--- src/design/firPkg.sv ---
package firPkg;

  ////////////////////////////////////////////////////////////
  // widths and tap count
  ////////////////////////////////////////////////////////////
  localparam int numTaps     = 8;
  localparam int tapIdxWidth = $clog2(numTaps);
  localparam int sampleWidth = 16;  // sfix16_En15
  localparam int coeffWidth  = 16;  // sfix16_En16
  localparam int prodWidth   = sampleWidth + coeffWidth;  // sfix32_En31
  localparam int accWidth    = prodWidth + 1;  // sfix33_En31

  typedef logic        [tapIdxWidth-1:0] tapIdxT;
  typedef logic signed [sampleWidth-1:0] sampleT;
  typedef logic signed [coeffWidth-1:0]  coeffT;
  typedef logic signed [prodWidth-1:0]   productT;
  typedef logic signed [accWidth-1:0]    accT;

  ////////////////////////////////////////////////////////////
  // coefficient table
  ////////////////////////////////////////////////////////////
  // symmetric low-pass taps, tap 0 first
  localparam coeffT coeffTable [numTaps] = '{
    16'shDDBB,
    16'shEA8E,
    16'sh33DB,
    16'sh6808,
    16'sh6808,
    16'sh33DB,
    16'shEA8E,
    16'shDDBB
  };

  ////////////////////////////////////////////////////////////
  // one tap issued to the MAC
  ////////////////////////////////////////////////////////////
  typedef struct packed {
    sampleT tapSample;  // delay-line word for this tap
    tapIdxT tapIdx;     // coefficient index
    logic   firstTap;   // tap 0, restart accumulation
    logic   lastTap;    // tap 7, new sample enters
    logic   beatValid;  // enabled cycle
  } tapBeatT;

endpackage

--- src/design/carrySelectAdder.sv ---
`timescale 1ns/10ps

module carrySelectAdder #(
  parameter int addWidth   = 33,
  parameter int blockWidth = 5
) (
  input  logic [addWidth-1:0] addA,
  input  logic [addWidth-1:0] addB,
  input  logic                carryIn,
  output logic [addWidth-1:0] sum,
  output logic                carryOut
);

  localparam int numBlocks = (addWidth + blockWidth - 1) / blockWidth;

  logic [addWidth-1:0] bitProp;
  logic [addWidth-1:0] bitGen;
  logic [numBlocks:0]  blockCarry;

  assign bitProp       = addA ^ addB;
  assign bitGen        = addA & addB;
  assign blockCarry[0] = carryIn;
  assign carryOut      = blockCarry[numBlocks];

  for (genvar b = 0; b < numBlocks; b++) begin : g_block
    localparam int lo = b * blockWidth;
    localparam int bw = (addWidth - lo < blockWidth) ? (addWidth - lo) : blockWidth;

    if (b == 0) begin : g_ripple
      logic [bw-1:0] blockSum;
      logic          blockCout;

      always_comb begin
        logic carry;
        carry = blockCarry[0];
        for (int i = 0; i < bw; i++) begin
          blockSum[i] = bitProp[lo+i] ^ carry;
          carry       = bitGen[lo+i] | (bitProp[lo+i] & carry);
        end
        blockCout = carry;
      end

      assign sum[lo +: bw]     = blockSum;
      assign blockCarry[b + 1] = blockCout;
    end else begin : g_select
      logic [bw-1:0] sumIfLow, sumIfHigh;
      logic          coutIfLow, coutIfHigh;

      // both carry assumptions in parallel
      always_comb begin
        logic carryLow, carryHigh;
        carryLow  = 1'b0;
        carryHigh = 1'b1;
        for (int i = 0; i < bw; i++) begin
          sumIfLow[i]  = bitProp[lo+i] ^ carryLow;
          sumIfHigh[i] = bitProp[lo+i] ^ carryHigh;
          carryLow     = bitGen[lo+i] | (bitProp[lo+i] & carryLow);
          carryHigh    = bitGen[lo+i] | (bitProp[lo+i] & carryHigh);
        end
        coutIfLow  = carryLow;
        coutIfHigh = carryHigh;
      end

      assign sum[lo +: bw]     = blockCarry[b] ? sumIfHigh : sumIfLow;
      assign blockCarry[b + 1] = blockCarry[b] ? coutIfHigh : coutIfLow;
    end
  end

endmodule

--- src/design/vedicMultiplier.sv ---
`timescale 1ns/10ps

module vedicMultiplier #(
  parameter int opWidth   = 16,
  parameter bit signedOps = 1'b1
) (
  input  logic signed [opWidth-1:0]   multA,
  input  logic signed [opWidth-1:0]   multB,
  output logic signed [2*opWidth-1:0] product
);

  logic [opWidth-1:0]   magA;
  logic [opWidth-1:0]   magB;
  logic [2*opWidth-1:0] magProduct;

  ////////////////////////////////////////////////////////////
  // sign handling, outermost level only
  ////////////////////////////////////////////////////////////
  if (signedOps) begin : g_signed
    logic negResult;

    assign magA      = multA[opWidth-1] ? -multA : multA;  // -min fits unsigned
    assign magB      = multB[opWidth-1] ? -multB : multB;
    assign negResult = multA[opWidth-1] ^ multB[opWidth-1];
    assign product   = negResult ? -magProduct : magProduct;
  end else begin : g_unsigned
    assign magA    = multA;
    assign magB    = multB;
    assign product = magProduct;
  end

  ////////////////////////////////////////////////////////////
  // magnitude array
  ////////////////////////////////////////////////////////////
  if (opWidth == 2) begin : g_base
    logic crossCarry;

    // 2x2 cell, two half adders
    assign magProduct[0] = magA[0] & magB[0];
    assign magProduct[1] = (magA[1] & magB[0]) ^ (magA[0] & magB[1]);
    assign crossCarry    = (magA[1] & magB[0]) & (magA[0] & magB[1]);
    assign magProduct[2] = (magA[1] & magB[1]) ^ crossCarry;
    assign magProduct[3] = (magA[1] & magB[1]) & crossCarry;
  end else begin : g_split
    localparam int half       = opWidth / 2;
    localparam int mergeBlock = half / 2 + 1;

    logic [opWidth-1:0]      prodLL, prodHL, prodLH, prodHH;
    logic [opWidth-1:0]      midLow;
    logic [opWidth+half-1:0] midHigh;
    logic [opWidth+half-1:0] upperSum;

    vedicMultiplier #(.opWidth(half), .signedOps(1'b0)) i_multLL (
      .multA(magA[half-1:0]), .multB(magB[half-1:0]), .product(prodLL)
    );
    vedicMultiplier #(.opWidth(half), .signedOps(1'b0)) i_multHL (
      .multA(magA[opWidth-1:half]), .multB(magB[half-1:0]), .product(prodHL)
    );
    vedicMultiplier #(.opWidth(half), .signedOps(1'b0)) i_multLH (
      .multA(magA[half-1:0]), .multB(magB[opWidth-1:half]), .product(prodLH)
    );
    vedicMultiplier #(.opWidth(half), .signedOps(1'b0)) i_multHH (
      .multA(magA[opWidth-1:half]), .multB(magB[opWidth-1:half]), .product(prodHH)
    );

    // upper half of LL plus HL, never overflows opWidth
    carrySelectAdder #(.addWidth(opWidth), .blockWidth(mergeBlock)) i_addLow (
      .addA({{half{1'b0}}, prodLL[opWidth-1:half]}), .addB(prodHL),
      .carryIn(1'b0), .sum(midLow), .carryOut()
    );
    carrySelectAdder #(.addWidth(opWidth + half), .blockWidth(mergeBlock)) i_addCross (
      .addA({{half{1'b0}}, prodLH}), .addB({prodHH, {half{1'b0}}}),
      .carryIn(1'b0), .sum(midHigh), .carryOut()
    );
    carrySelectAdder #(.addWidth(opWidth + half), .blockWidth(mergeBlock)) i_addMerge (
      .addA({{half{1'b0}}, midLow}), .addB(midHigh),
      .carryIn(1'b0), .sum(upperSum), .carryOut()
    );

    assign magProduct = {upperSum, prodLL[half-1:0]};
  end

endmodule

--- src/design/tapSequencer.sv ---
`timescale 1ns/10ps

module tapSequencer (
  input  logic             clk,
  input  logic             reset,
  input  logic             clkEnable,
  input  firPkg::sampleT   filterIn,
  output firPkg::tapBeatT  tapBeat
);

  localparam firPkg::tapIdxT lastIdx = firPkg::tapIdxT'(firPkg::numTaps - 1);

  firPkg::tapIdxT phaseCount;
  firPkg::sampleT delayLine [firPkg::numTaps];
  logic           lastPhase;
  logic           shiftIn;

  assign lastPhase = (phaseCount == lastIdx);
  assign shiftIn   = clkEnable & lastPhase;

  ////////////////////////////////////////////////////////////
  // phase counter
  ////////////////////////////////////////////////////////////
  always_ff @(posedge clk or posedge reset) begin
    if (reset) begin
      phaseCount <= lastIdx;  // first enabled edge takes a sample
    end else if (clkEnable) begin
      if (lastPhase) begin
        phaseCount <= '0;
      end else begin
        phaseCount <= phaseCount + 1'b1;
      end
    end
  end

  ////////////////////////////////////////////////////////////
  // sample delay line
  ////////////////////////////////////////////////////////////
  always_ff @(posedge clk or posedge reset) begin
    if (reset) begin
      for (int i = 0; i < firPkg::numTaps; i++) begin
        delayLine[i] <= '0;
      end
    end else if (shiftIn) begin
      for (int i = firPkg::numTaps - 1; i > 0; i--) begin
        delayLine[i] <= delayLine[i-1];
      end
      delayLine[0] <= filterIn;  // newest sample at tap 0
    end
  end

  // tap k is presented while the counter sits at k
  always_comb begin
    tapBeat.tapSample = delayLine[phaseCount];
    tapBeat.tapIdx    = phaseCount;
    tapBeat.firstTap  = clkEnable & (phaseCount == '0);
    tapBeat.lastTap   = shiftIn;
    tapBeat.beatValid = clkEnable;
  end

endmodule

--- src/design/macAccumulator.sv ---
`timescale 1ns/10ps

module macAccumulator #(
  parameter int adderBlock = 5
) (
  input  logic            clk,
  input  logic            reset,
  input  firPkg::tapBeatT tapBeat,
  output firPkg::accT     filterOut
);

  firPkg::coeffT   tapCoeff;
  firPkg::productT tapProduct;
  firPkg::accT     productExt;
  firPkg::accT     accReg;
  firPkg::accT     accSum;
  firPkg::accT     accNext;
  firPkg::accT     finalSum;

  ////////////////////////////////////////////////////////////
  // coefficient select and multiply
  ////////////////////////////////////////////////////////////
  assign tapCoeff = firPkg::coeffTable[tapBeat.tapIdx];

  vedicMultiplier #(
    .opWidth  ($bits(firPkg::sampleT)),
    .signedOps(1'b1)
  ) i_vedicMultiplier (
    .multA  (tapBeat.tapSample),
    .multB  (tapCoeff),
    .product(tapProduct)
  );

  assign productExt = firPkg::accT'(tapProduct);  // sign extend to En31 acc

  ////////////////////////////////////////////////////////////
  // accumulate
  ////////////////////////////////////////////////////////////
  carrySelectAdder #(
    .addWidth  ($bits(firPkg::accT)),
    .blockWidth(adderBlock)
  ) i_accAdder (
    .addA    (productExt),
    .addB    (accReg),
    .carryIn (1'b0),
    .sum     (accSum),
    .carryOut()
  );

  assign accNext = tapBeat.firstTap ? productExt : accSum;  // restart on tap 0

  always_ff @(posedge clk or posedge reset) begin
    if (reset) begin
      accReg <= '0;
    end else if (tapBeat.beatValid) begin
      accReg <= accNext;
    end
  end

  ////////////////////////////////////////////////////////////
  // final sum and output registers
  ////////////////////////////////////////////////////////////
  always_ff @(posedge clk or posedge reset) begin
    if (reset) begin
      finalSum  <= '0;
      filterOut <= '0;
    end else if (tapBeat.beatValid) begin
      if (tapBeat.firstTap) begin
        finalSum <= accReg;  // acc holds the finished sum here
      end
      if (tapBeat.lastTap) begin
        filterOut <= finalSum;
      end
    end
  end

endmodule

--- src/design/serialFir.sv ---
`timescale 1ns/10ps

module serialFir #(
  parameter int adderBlock = 5
) (
  input  logic           clk,
  input  logic           reset,
  input  logic           clkEnable,
  input  firPkg::sampleT filterIn,
  output firPkg::accT    filterOut
);

  ////////////////////////////////////////////////////////////
  // input side to processing side
  ////////////////////////////////////////////////////////////
  firPkg::tapBeatT tapBeat;  // one tap per enabled cycle

  tapSequencer i_tapSequencer (
    .clk      (clk),
    .reset    (reset),
    .clkEnable(clkEnable),
    .filterIn (filterIn),
    .tapBeat  (tapBeat)
  );

  macAccumulator #(
    .adderBlock(adderBlock)
  ) i_macAccumulator (
    .clk      (clk),
    .reset    (reset),
    .tapBeat  (tapBeat),
    .filterOut(filterOut)
  );

endmodule

--- config.mk ---
export PLATFORM = sky130hd
export DESIGN_NAME = serialFir
export DESIGN_NICKNAME = d
export VERILOG_FILES = /design/src/design/firPkg.sv /design/src/design/carrySelectAdder.sv /design/src/design/vedicMultiplier.sv /design/src/design/tapSequencer.sv /design/src/design/macAccumulator.sv /design/src/design/serialFir.sv
export SDC_FILE = /design/constraint.sdc
export NUM_CORES = 1
export LEC_CHECK = 0
export BUFFER_PORTS_ARGS = -buffer_cell sky130_fd_sc_hd__buf_2
export CORE_MARGIN = 4
export CORE_UTILIZATION = 55
export CTS_CLUSTER_DIAMETER = 60
export DETAILED_ROUTE_END_ITERATION = 16
export PLACE_DENSITY = 0.69
export SYNTH_ARGS = -nofsm -noshare
export SYNTH_HDL_FRONTEND = slang
export SYNTH_HIERARCHICAL = 1
export SYNTH_SLANG_ARGS = --single-unit
--- constraint.sdc ---
create_clock -name clk -period 49.4 [get_ports clk]
set_clock_uncertainty 0.1 [all_clocks]
set_input_delay 9.88 -clock clk [delete_from_list [all_inputs] [get_ports clk]]
set_output_delay 9.88 -clock clk [all_outputs]
set_load 0.005 [all_outputs]
# After elaboration in Yosys (flattened, before gate mapping)
# Memories as Yosys holds them, arrays and structs flattened.
# Cells that the tools add are included.
# Widths: inputs -> output; s select.
word_totals:
  mem_count: 1
  output_inout_bits: 33
  mem_bits_ro: 128
  elab_cells: 2339
  regBits: 230
  input_bits: 19
mem_list:
  columns: ["memory", "depth", "word_bits", "read_ports", "rd_clocked_by_memory_dff", "wr", "line", "source"]
  rows:
  - ["(name not given)", 8, 16, 1, 0, 0, "macAccumulator.sv:23", "assign tapCoeff = firPkg::coeffTable[tapBeat.tapIdx];"]
op_classes:
  n_mux: 204
  reduce_logical: 3
  n_bitwise: 2113
  eq_ne: 1
  add_sub_neg: 4
  order_cmp: 1
op_table:
  columns: ["operator", "count"]
  rows:
  - ["$and 1x1->1", 748]
  - ["$xor 1x1->1", 617]
  - ["$or 1x1->1", 490]
  - ["$xor 4x6->6", 32]
  - ["$mux 2", 84]
  - ["$and 4x5->5", 32]
  - ["$not 1->1", 129]
  - ["$mux 16", 6]
  - ["$xor 8x12->12", 8]
  - ["$mux 3", 30]
  - ["$and 8x11->11", 8]
  - ["$mux 1", 66]
  - ["$mux 5", 13]
  - ["$xor 2x4->4", 16]
  - ["$and 2x3->3", 16]
  - ["$bmux 16 s3", 1]
  - ["$xor 16x24->24", 2]
  - ["$and 16x23->23", 2]
  - ["$mux 33", 1]
  - ["$xor 33x33->33", 1]
  - ["$and 32x32->32", 1]
  - ["$mux 32", 1]
  - ["$neg 16->16", 2]
  - ["$neg 32->32", 1]
  - ["other kinds (11)", 19]

# Logic depth before layout (Yosys ltp)
# Gate-level depths: netlist (run 1).
logic_depth:
  ltp_word: 86
  mapped_depth: 71
  mapped_depth_nobuf: 70

# Cells and area by module
# The synthesis (run 1) kept the hierarchy.
by_module_without_submodules:
  columns: ["module", "cells_each", "n_inst", "seq_area_each_um2", "area_each_um2"]
  rows:
  - ["tapSequencer", 346, 1, 3281.9, 5998.3]
  - ["macAccumulator", 306, 1, 2477.4, 4446.8]
  - ["carrySelectAdder at i_macAccumulator.i_vedicMultiplier.g_split.i_multHL.g_split.i_multHH.g_split.i_addCross ...", 27, 15, 0.0, 214.0]
  - ["vedicMultiplier at i_macAccumulator.i_vedicMultiplier.g_split.i_multHH.g_split.i_multHH.g_split.i_multHH ...", 6, 64, 0.0, 50.0]
  - ["carrySelectAdder at i_macAccumulator.i_vedicMultiplier.g_split.i_multHH.g_split.i_multHH.g_split.i_addLow ...", 19, 16, 0.0, 143.9]
  - ["carrySelectAdder at i_macAccumulator.i_vedicMultiplier.g_split.i_multLH.g_split.i_multHH.g_split.i_addCross ...", 27, 9, 0.0, 224.0]
  - ["carrySelectAdder at i_macAccumulator.i_vedicMultiplier.g_split.i_multHH.g_split.i_multHH.g_split.i_addCross ...", 27, 8, 0.0, 219.0]
  - ["carrySelectAdder at i_macAccumulator.i_vedicMultiplier.g_split.i_multHH.g_split.i_addCross ...", 40, 4, 0.0, 377.9]
  - ["vedicMultiplier at i_macAccumulator.i_vedicMultiplier", 198, 1, 0.0, 1330.0]
  - ["carrySelectAdder at i_macAccumulator.i_vedicMultiplier.g_split.i_addCross ...", 58, 2, 0.0, 653.1]
  - ["carrySelectAdder at i_macAccumulator.i_vedicMultiplier.g_split.i_multLH.g_split.i_addCross ...", 40, 3, 0.0, 382.9]
  - ["carrySelectAdder at i_macAccumulator.i_accAdder", 79, 1, 0.0, 903.4]
  - ["carrySelectAdder at i_macAccumulator.i_vedicMultiplier.g_split.i_multHL.g_split.i_addLow ...", 29, 3, 0.0, 259.0]
  - ["carrySelectAdder at i_macAccumulator.i_vedicMultiplier.g_split.i_addLow", 39, 1, 0.0, 439.2]
  - ["3 more rows", null, null, null, null]

# Least setup slack after synthesis (run 1)
# OpenSTA, ideal clock, no wires.
synth_timing:
  path_type: "register to register"
  startpoint: "reg i_tapSequencer.phaseCount[0]"
  endpoint: "reg i_macAccumulator.accReg[32]"
  n_path_buf: 2
  path_slack_ns: 31.152
  period_less_slack_ns: 18.248
  arrival_time_ns: 18.071
  stages_incl_launch_ff: 62
  required_ns: 49.223
  setup_ns: 0.077
  cell_sequence: "dfstp_2 -> buf_6 -> buf_6 -> mux4_1 -> mux2_2 -> inv_1 -> ha_1 -> nand2_1 -> o21ai_0 -> and2_1 -> ha_1 -> ha_1 -> inv_1 -> fa_1 -> inv_1 -> fa_1 -> fa_1 -> mux2i_1 -> (+26 left out) -> fa_1 -> fa_1 -> or3_2 -> nor4_1 -> a21oi_1 -> xor2_1 -> fa_1 -> fa_1 -> fa_1 -> fa_1 -> nor2_1 -> a21oi_1 -> fa_1 -> inv_1 -> fa_1 -> inv_1 -> mux2i_1 -> a21oi_1"
synth_lines:
  columns: ["element", "line", "source"]
  rows:
  - ["start: declaration", "tapSequencer.sv:13", "firPkg::tapIdxT phaseCount;"]
  - ["start signal: assignment", "tapSequencer.sv:26", "phaseCount <= lastIdx;"]
  - ["start signal: assignment", "tapSequencer.sv:31", "phaseCount <= phaseCount + 1'b1;"]
  - ["end signal: assignment", "macAccumulator.sv:56", "accReg <= accNext;"]
  - ["end: declaration", "macAccumulator.sv:15", "firPkg::accT accReg;"]

# Worst setup path after layout (run 1)
layout_timing:
  startpoint: "reg i_tapSequencer.phaseCount[0]"
  endpoint: "reg i_macAccumulator.accReg[32]"
layout_via:
  elab_cells_between_ends: 2263
  cone_classes: "3 x add/sub; 198 x mux; 2060 x bitwise; 1 x reduce/logical; 1 x memory"
layout_lines:
  columns: ["element", "line", "source"]
  rows:
  - ["$not 3->4 (not written as such) *", "macAccumulator.sv:23", null]
  - ["$mem_v2 8x16 *", null, null]
  - ["$mux 16 (not written as such) * (2 in series)", "macAccumulator.sv:23", null]
  - ["net i_macAccumulator.tapCoeff[1]", "macAccumulator.sv:12", "firPkg::coeffT tapCoeff;"]
  - ["$neg 16->16 *", "vedicMultiplier.sv:23", "assign magB = multB[opWidth-1] ? -multB : multB;"]
  - ["$mux 16 *", "vedicMultiplier.sv:23", null]
  - ["net i_macAccumulator.i_vedicMultiplier.magB[2]", "vedicMultiplier.sv:13", "logic [opWidth-1:0] magB;"]
  - ["$and 1x1->1 *", "vedicMultiplier.sv:39", "assign magProduct[0] = magA[0] & magB[0];"]
  - ["net i_macAccumulator.i_vedicMultiplier.g_split.i_multLL.g_split.i_multLL.g_split.prodLH[0]", "vedicMultiplier.sv:48", "logic [opWidth-1:0] prodLL, prodHL, prodLH, prodHH;"]
  - ["(+1 left out)", null, null]
  - ["net i_macAccumulator.i_vedicMultiplier.g_split.i_multLL.g_split.i_multLL.g_split.midHigh[0]", "vedicMultiplier.sv:50", "logic [opWidth+half-1:0] midHigh;"]
  - ["(+4 left out)", null, null]
  - ["net i_macAccumulator.i_vedicMultiplier.g_split.i_multLL.g_split.prodLL[5]", "vedicMultiplier.sv:48", null]
  - ["(+6 left out)", null, null]
  - ["net i_macAccumulator.i_vedicMultiplier.g_split.i_multLL.g_split.midLow[4]", "vedicMultiplier.sv:49", "logic [opWidth-1:0] midLow;"]
  - ["(+3 left out)", null, null]
  - ["net i_macAccumulator.i_vedicMultiplier.g_split.prodLL[8]", "vedicMultiplier.sv:48", null]
  - ["(+2 left out)", null, null]
  - ["net i_macAccumulator.i_vedicMultiplier.g_split.midLow[1]", "vedicMultiplier.sv:49", null]
  - ["(+6 left out)", null, null]
  - ["net i_macAccumulator.i_vedicMultiplier.g_split.upperSum[3]", "vedicMultiplier.sv:51", "logic [opWidth+half-1:0] upperSum;"]
  - ["(+2 left out)", null, null]
  - ["net i_macAccumulator.tapProduct[12]", "macAccumulator.sv:13", "firPkg::productT tapProduct;"]
  - ["(+3 left out)", null, null]
  - ["$and 1x1->1 (on tied branches)", "carrySelectAdder.sv:57, carrySelectAdder.sv:58", null]
  - ["$or 1x1->1 (on tied branches)", "carrySelectAdder.sv:57, carrySelectAdder.sv:58", null]
  - ["$and 1x1->1 (on tied branches)", "carrySelectAdder.sv:57, carrySelectAdder.sv:58", null]
  - ["$or 1x1->1 (on tied branches)", "carrySelectAdder.sv:57, carrySelectAdder.sv:58", null]
  - ["$mux 1 * (4 in series)", "carrySelectAdder.sv:65", "assign blockCarry[b + 1] = blockCarry[b] ? coutIfHigh : coutIfLow;"]
  - ["$mux 3 *", "carrySelectAdder.sv:64", "assign sum[lo +: bw] = blockCarry[b] ? sumIfHigh : sumIfLow;"]
  - ["net i_macAccumulator.accSum[32]", "macAccumulator.sv:16", "firPkg::accT accSum;"]
  - ["$mux 33 *", "macAccumulator.sv:50", "assign accNext = tapBeat.firstTap ? productExt : accSum;"]
# Mark *: on every way through the listed nets, which the timed path passes. The rest lies on a longest branch. The select of a mux whose other input is x is not followed.
# A chain may end at the register's enable or synchronous reset.

==> qor.yml, run 1 <==
status: "finished with violations"
failed_checks: "max-slew violations"
antenna_found_initial: 2
fmax_mhz: 50.6
period_share: 0.400
syn_avg_cell_area_sq_um: 10.2
clock_insertion_delay_worst_skew_ns: 0.54
root_buffer: "clkbuf_16"
grt_usage: 0.201
period_minus_slack_ns: 19.75
maxCapViolations: 0
layout_commonest_cell: "inv_1"
antenna_cells: 0
gp_congestion: 0.856
finalHoldViolCount: 0
grt_pass1_vias: 21200
path_clk_slew_ns: 0.06
syn_inst: 3026
crit_path_frequent_cell: "fa_1"
wl_microns: 57100
worstPathArrival_ns: 20.10
critical_path_peak_fanout: 31
reg2regPathDepth: 60
drcViolationCount: 0
cts_buffer_depth: 3
yosysWarnings: 6
vias: 19500
coreArea_sq_um: 55200
rsz0062_at_grt: "false"
dieHeight_microns: 245
dieArea_sq_um: 59800
slowest_stage: "xnor2_1"
dpl.hpwl_microns: 47100
cts_setup_buffers: 0
multiInputGateArea_sq_um: 22800
report.final.setup_viol: 0
grt_overflow: 0
row_count: 86
grt_pass1_wl_microns: 99600
slew_headroom: -1.07
cts_tree: "done"
regToRegSetupSlack_ns: 29.65
rr_endpoint: "i_macAccumulator/accReg[32]"
syn_to_final_growth_pct: 10.8
min_to: "i_macAccumulator/filterOut[0]"
final_nets: 4194
wl_per_cell_microns: 13.6
start_util: 0.558
ios: 52
io_buffers: 51
postCtsHoldBufs: 0
drive_gt1_frac: 0.109
synthesis.area_sq_um: 30800
critPathCaptureType: "flop"
drtIter0Drc: 633
fillers: 4543
via_per_inst: 4.66
hold_start: "i_macAccumulator/filterOut[0]"
grt_max_degree: 87
slew_viol_final: 17
crit_type: "flop to flop"
firstDrtPassIters: 5
crit_path_max_incr_delay_ns: 0.87
seq_area_sq_um: 5760
cts.htree.levels: 1
layout_common_cells: "inv_1 (851), ha_1 (399), conb_1 (359)"
worst_pin_slew_ns: 3.07
hold_class: "flop to flop"
cts_sinks: 230
cts_resized: 0
tns_ns: 0
cts_buffers: 26
antenna_left: 0
r2r-start: "i_tapSequencer/phaseCount[0]"
critPathRequiredTime_ns: 49.75
die_w_microns: 245
hold_depth: 1
startpoint_type: "flop"
-- per-stage QoR --
stage	setup slack, ns	hold WS [ns]	utilization	area, sq um	cells
after floorplan	31.15	0.366	-	32000	3362
after global placement	30.15	0.379	0.602	33200	4144
after detailed placement	29.72	0.392	0.602	33200	4144
after CTS	29.68	0.403	0.618	34100	4192
after global routing	28.60	0.415	0.618	34100	4192
final	29.65	0.397	0.618	34100	4192
-- worst max path at each step --
stage / endpoint / startpoint
3_3_place_gp: i_macAccumulator/accReg[32] / i_tapSequencer/phaseCount[0]
6_report: i_macAccumulator/accReg[32] / i_tapSequencer/phaseCount[0]
3_5_place_dp: i_macAccumulator/accReg[32] / i_tapSequencer/phaseCount[0]
5_1_grt: i_macAccumulator/accReg[32] / i_tapSequencer/phaseCount[0]
4_1_cts: i_macAccumulator/accReg[32] / i_tapSequencer/phaseCount[0]
2_1_floorplan: i_macAccumulator/accReg[32] / i_tapSequencer/phaseCount[0]
-- sequential cells by signal, indices dropped and copies added (netlist names) --
signal,cells
i_tapSequencer/delayLine,128
i_macAccumulator/accReg,33
i_macAccumulator/filterOut,33
i_macAccumulator/finalSum,33
i_tapSequencer/phaseCount,3
-- worst max-delay path, delay by kind of cell (launching register included) --
kind / cells / cell delay (ns)
AOI/OAI and AO/OA: 2 / 0.23
buffers and inverters: 11 / 1.27
DFF: 1 / 0.70
muxes: 7 / 1.58
adders and majority gates: 32 / 13.03
xor gates and xnor gates: 2 / 1.06
and+or+nand+nor: 6 / 1.68
-- cell type report --
class                   count  area share
repair buffers             84      0.0147
flip-flops and latches    230       0.169
clock buffers              37      0.0218
clock inverters            11     0.00341
inverters                 855      0.0943
multi-input cells        2227       0.669
well taps                 748      0.0274
-- routing by layer --
| layer | vias to the layer above | GRT usage | wire length (microns) |
|---|---|---|---|
| met5 | - | 0 | 0 |
| met4 | 0 | 0.0550 | 1730 |
| met3 | 94 | 0.0181 | 1620 |
| met2 | 247 | 0.375 | 29300 |
| met1 | 9629 | 0.249 | 24500 |
| li1 | 9552 | - | - |
Power of run 1 is not shown: default switching activity piles up to over one toggle a cycle in this logic, so the estimate is an artifact.
==> run 2: changes to the inputs <==
--- a/config.mk
+++ b/config.mk
@@ -10,7 +10,7 @@
 export CORE_UTILIZATION = 55
 export CTS_CLUSTER_DIAMETER = 60
 export DETAILED_ROUTE_END_ITERATION = 16
-export PLACE_DENSITY = 0.69
+export PLACE_DENSITY = 0.72
 export SYNTH_ARGS = -nofsm -noshare
 export SYNTH_HDL_FRONTEND = slang
 export SYNTH_HIERARCHICAL = 1
==> constraint.sdc (replaced) <==
create_clock -name clk -period 17.67 [get_ports clk]
set_clock_uncertainty 0.1 [all_clocks]
set_input_delay 3.534 -clock clk [delete_from_list [all_inputs] [get_ports clk]]
set_output_delay 3.534 -clock clk [all_outputs]
set_load 0.005 [all_outputs]
==> run 2 against run 1 <==
The flow still finishes with violations (max-slew violations). Count of clock-buffer cells in the layout shrank 4. Non-clock buffer count grew 55. Utilization grew 1.4 points. Final cell count grew 1.3%. Sequential share of layout area shrank 0.37 points. Flip-flop and latch count is the same. Register-to-register slack lost 29 ns. Setup slack lost 29 ns. Global-route usage shrank 0.94 points. Cell area grew 2.2%. Die area is the same. Highest routed layer unchanged.
==> qor.yml, run 2 (synthesis results as in run 1) <==
fmax_mhz: 58.3
finalHoldViolCount: 0
critical_path_peak_fanout: 5
gp_congestion: 0.798
vias: 19200
coreArea_sq_um: 55200
crit_path_frequent_cell: "fa_2"
grt_pass1_wl_microns: 95400
critPathCaptureType: "flop"
wl_met2_microns: 26600
firstDrtPassIters: 4
grt_usage: 0.191
status: "finished with violations"
slowest_stage: "dfstp_2"
row_count: 86
drive_gt1_frac: 0.152
largest_reg_flops: 128
period_share: 0.970
dp_slack_ns: -0.113
dieHeight_microns: 245
grt_overflow: 0
fillers: 4519
final_nets: 4248
layout_common_cells: "inv_1 (835), ha_1 (394), conb_1 (359)"
drtIter0Drc: 592
wl_per_cell_microns: 12.8
report.final.setup_viol: 0
worst_pin_slew_ns: 2.86
startpoint_type: "flop"
slew_headroom: -0.922
dpl.hpwl_microns: 44500
antenna_cells: 0
root_buffer: "clkbuf_16"
die_w_microns: 245
wl_met1_microns: 26000
cts_sinks: 230
path_clk_slew_ns: 0.06
ios: 52
slew_viol_final: 17
period_minus_slack_ns: 17.14
grt_pass1_vias: 20100
antenna_left: 0
maxCapViolations: 0
dieArea_sq_um: 59800
postCtsHoldBufs: 0
fin_ws_ns: 0.526
detailroute.wirelength.met3_microns: 1140
hold_class: "flop to flop"
syn_to_final_growth_pct: 13.3
largest_register: "i_tapSequencer/delayLine"
crit_type: "flop to flop"
top_layer: "met4"
cts_tree: "done"
antenna_found_initial: 1
grt_max_degree: 83
cts.htree.levels: 1
critPathRequiredTime_ns: 18.03
wl_microns: 54400
cts_buffers: 25
via_per_inst: 4.53
layout_commonest_cell: "inv_1"
clock_insertion_delay_worst_skew_ns: 0.55
drcViolationCount: 0
crit_path_max_incr_delay_ns: 0.62
start_util: 0.558
worstPathArrival_ns: 17.50
cts_buffer_depth: 3
failed_checks: "max-slew violations"
io_buffers: 51
## run 2: cell types whose count changed in the layout (fill, tap and decap cells not counted), moves of 15 or more
cell   change
fa_1      -52
buf_4     +45
fa_2      +52
inv_2     +15
inv_1     -16
## run 2: layer usage
metal | up-vias | track usage
met1 | 9358 | 0.263
met5 | - | 0
met2 | 136 | 0.340
met4 | 0 | 0.0272
met3 | 54 | 0.0164
li1 | 9668 | -
## run 2: per-stage QoR
stage / setup TNS, ns / util / cell area (sq um) / std cells / hold WS (ns)
4_1_cts: 0 / 0.624 / 34500 / 4234 / 0.403
3_3_place_gp: 0 / 0.608 / 33600 / 4187 / 0.381
2_1_floorplan: 0 / - / 32100 / 3362 / 0.366
6_report: 0 / 0.632 / 34900 / 4245 / 0.399
3_5_place_dp: -0.113 / 0.608 / 33600 / 4187 / 0.389
5_1_grt: -0.0606 / 0.632 / 34900 / 4245 / 0.414
## run 2: timing repair
| item | CTS | global route |
|---|---|---|
| gates cloned | 0 | 0 |
| hold endpoints to repair | 0 | 0 |
| buffers inserted | 1 | 11 |
| endpoints found under the setup margin | 1 | 2 |
| pin swaps | 4 | 56 |
| resized for setup | 7 | 114 |
## run 2: worst paths after layout
kind | from | endpoint | slack (ns) | cells past startpoint
worst max-delay path | i_tapSequencer/phaseCount[0] | i_macAccumulator/accReg[32] | 0.53 | 63
worst min-delay path | i_macAccumulator/filterOut[2] | i_macAccumulator/filterOut[2] | 0.40 | 1
worst max register to register | i_tapSequencer/phaseCount[0] | i_macAccumulator/accReg[32] | 0.53 | 63
worst min register to register | i_macAccumulator/filterOut[2] | i_macAccumulator/filterOut[2] | 0.40 | 1
max in group asynchronous | reset | i_tapSequencer/delayLine[39] | 13.02 | 3
min in group asynchronous | reset | i_macAccumulator/finalSum[0] | 2.98 | 2
## run 2: layout make-up
| type | instances | area [sq um] | share of cell area |
|---|---|---|---|
| clock buffer | 33 | 676 | 0.0194 |
| clock inverter | 13 | 176 | 0.00506 |
| inverter | 855 | 3220 | 0.0923 |
| multi-input combinational | 2227 | 23100 | 0.663 |
| sequential | 230 | 5760 | 0.165 |
| tap | 748 | 936 | 0.0268 |
| timing repair buffer | 139 | 982 | 0.0282 |
## run 2: worst max-delay path: cells and delay by family, from the launching register on
| family | cells | cell delay (ns) |
|---|---|---|
| AO/OA/AOI/OAI | 3 | 0.24 |
| XOR/XNOR | 1 | 0.19 |
| adder cells (fa/ha/maj) | 33 | 12.25 |
| buffers and inverters | 11 | 0.58 |
| flip-flops | 1 | 0.62 |
| multiplexers | 9 | 1.92 |
| AND/OR/NAND/NOR | 6 | 1.10 |
Power of run 2 is left out for the same reason.
==> run 3: changes to the inputs <==
--- a/config.mk
+++ b/config.mk
@@ -6,11 +6,12 @@
 export NUM_CORES = 1
 export LEC_CHECK = 0
 export BUFFER_PORTS_ARGS = -buffer_cell sky130_fd_sc_hd__buf_2
-export CORE_MARGIN = 4
+export CORE_MARGIN = 2
 export CORE_UTILIZATION = 55
 export CTS_CLUSTER_DIAMETER = 60
 export DETAILED_ROUTE_END_ITERATION = 16
 export PLACE_DENSITY = 0.72
+export RECOVER_POWER = 50
 export SYNTH_ARGS = -nofsm -noshare
 export SYNTH_HDL_FRONTEND = slang
 export SYNTH_HIERARCHICAL = 1
==> run 3 against run 2 <==
The run ends with max-capacitance violations, max-slew violations left. Utilization shrank 0.72 points. Cell area shrank 1.1%. Worst hold slack gained 0.0040 ns. Maximum frequency grew 0.26%. Non-clock buffer count shrank 8. Flip-flop and latch count is the same. Setup slack gained 0.045 ns. Global-route usage grew 0.94 points. Routed wire length shrank 0.68%. Critical path depth shrank 6. Via count is essentially flat. Largest cell class unchanged.
==> qor.yml, run 3 (synthesis results as in run 1) <==
crit_path_max_incr_delay_ns: 0.62
io_buffers: 51
cts_buffers: 24
ios: 52
drive_gt1_frac: 0.125
antenna_cells: 0
syn_to_final_growth_pct: 12.0
die_w_microns: 241
postCtsHoldBufs: 0
reg2regPathDepth: 57
crit_path_end: "i_macAccumulator/accReg[32]"
tns_ns: 0
seq_area_sq_um: 5760
clock_insertion_delay_worst_skew_ns: 0.53
period_share: 0.968
dieArea_sq_um: 57900
cts_sinks: 230
startpoint_type: "flop"
layout_commonest_cell: "inv_1"
via_per_inst: 4.54
antenna_left: 0
grt_pass1_vias: 20000
failed_checks: "max-capacitance violations, max-slew violations"
drtIter0Drc: 598
critical_path_peak_fanout: 5
dieHeight_microns: 241
crit_type: "flop to flop"
worst_pin_slew_ns: 3.23
multiInputGateArea_sq_um: 23000
vias: 19200
r2r-start: "i_tapSequencer/phaseCount[0]"
report.final.setup_viol: 0
fmax_mhz: 58.5
path_clk_slew_ns: 0.06
period_minus_slack_ns: 17.10
status: "finished with violations"
wl_microns: 54100
grt_max_degree: 76
final_nets: 4239
largest_register: "i_tapSequencer/delayLine"
coreArea_sq_um: 55200
final_cells: 4232
critPathRequiredTime_ns: 18.01
slew_headroom: -1.17
firstDrtPassIters: 4
antenna_found_initial: 0
cts_tree: "done"
layout_common_cells: "inv_1 (850), ha_1 (399), conb_1 (359)"
finalHoldViolCount: 0
regToRegSetupSlack_ns: 0.57
rr_endpoint: "i_macAccumulator/accReg[32]"
start_util: 0.558
slowest_stage: "dfstp_2"
root_buffer: "clkbuf_16"
fin_area_sq_um: 34500
row_count: 86
grt_usage: 0.201
grt_pass1_wl_microns: 94600
cts.htree.levels: 1
slew_viol_final: 253
drcViolationCount: 0
cts_buffer_depth: 3
hold_class: "flop to flop"
wl_per_cell_microns: 12.8
largest_reg_flops: 128
worstPathArrival_ns: 17.44
critPathCaptureType: "flop"
crit_path_frequent_cell: "fa_2"
maxCapViolations: 4
dp.cells: 4184
fillers: 4605
final_util: 0.624
dpl.hpwl_microns: 44400
grt_overflow: 0
dpl_cell_area_sq_um: 33600
cp-startpoint: "i_tapSequencer/phaseCount[0]"
gp_congestion: 0.813
run 3: worst max-delay path: cells and delay by family (launching register included):
kind / cells / cell delay, ns
XOR/XNOR: 1 / 0.24
adder cells (fa/ha/maj): 33 / 12.73
AND/OR/NAND/NOR: 6 / 0.99
buffers and inverters: 5 / 0.34
multiplexers: 7 / 1.54
flip-flops: 1 / 0.62
AO/OA/AOI/OAI: 5 / 0.41
run 3: area by class of cell:
type                    instances  share of cell area
clock buffers                  36              0.0202
clock inverters                 5             0.00189
inverters                     855              0.0932
multi-input cells            2227               0.667
flip-flops and latches        230               0.167
well taps                     748              0.0272
repair buffers                131              0.0237
run 3: through the flow:
step / worst slack, ns / hold slack [ns]
3_5_place_dp: -0.0609 / 0.388
2_1_floorplan: 0.0252 / 0.366
6_report: 0.571 / 0.403
4_1_cts: 0.00725 / 0.402
5_1_grt: -0.0441 / 0.414
3_3_place_gp: 0.0421 / 0.381
run 3: timing repair:
action,in CTS,in global routing
setup buffers,1,6
gates resized for setup,4,50
endpoints found under the setup margin,1,2
pin swaps,1,18
run 3: how the worst min path moves through the flow:
stage | cells past startpoint | endpoint | slack (ns) | startpoint
final | 1 | i_macAccumulator/filterOut[0] | 0.40 | i_macAccumulator/filterOut[0]
after global routing | 1 | i_tapSequencer/delayLine[4] | 0.41 | i_tapSequencer/delayLine[4]
after CTS | 1 | i_macAccumulator/filterOut[0] | 0.40 | i_macAccumulator/filterOut[0]
after detailed placement | 1 | i_macAccumulator/filterOut[0] | 0.39 | i_macAccumulator/filterOut[0]
after global placement | 1 | i_tapSequencer/delayLine[13] | 0.38 | i_tapSequencer/delayLine[13]
after floorplan | 1 | i_tapSequencer/delayLine[109] | 0.37 | i_tapSequencer/delayLine[109]
run 3: per-layer routing:
| metal | routed length (microns) | GRT usage | part of all wire | up-vias |
|---|---|---|---|---|
| met5 | 0 | 0 | 0 | - |
| met4 | 815 | 0.0337 | 0.015 | 0 |
| met3 | 1490 | 0.0205 | 0.027 | 54 |
| met2 | 26500 | 0.357 | 0.49 | 154 |
| met1 | 25200 | 0.269 | 0.47 | 9367 |
| li1 | - | - | - | 9637 |
Power of run 3 is left out for the same reason.
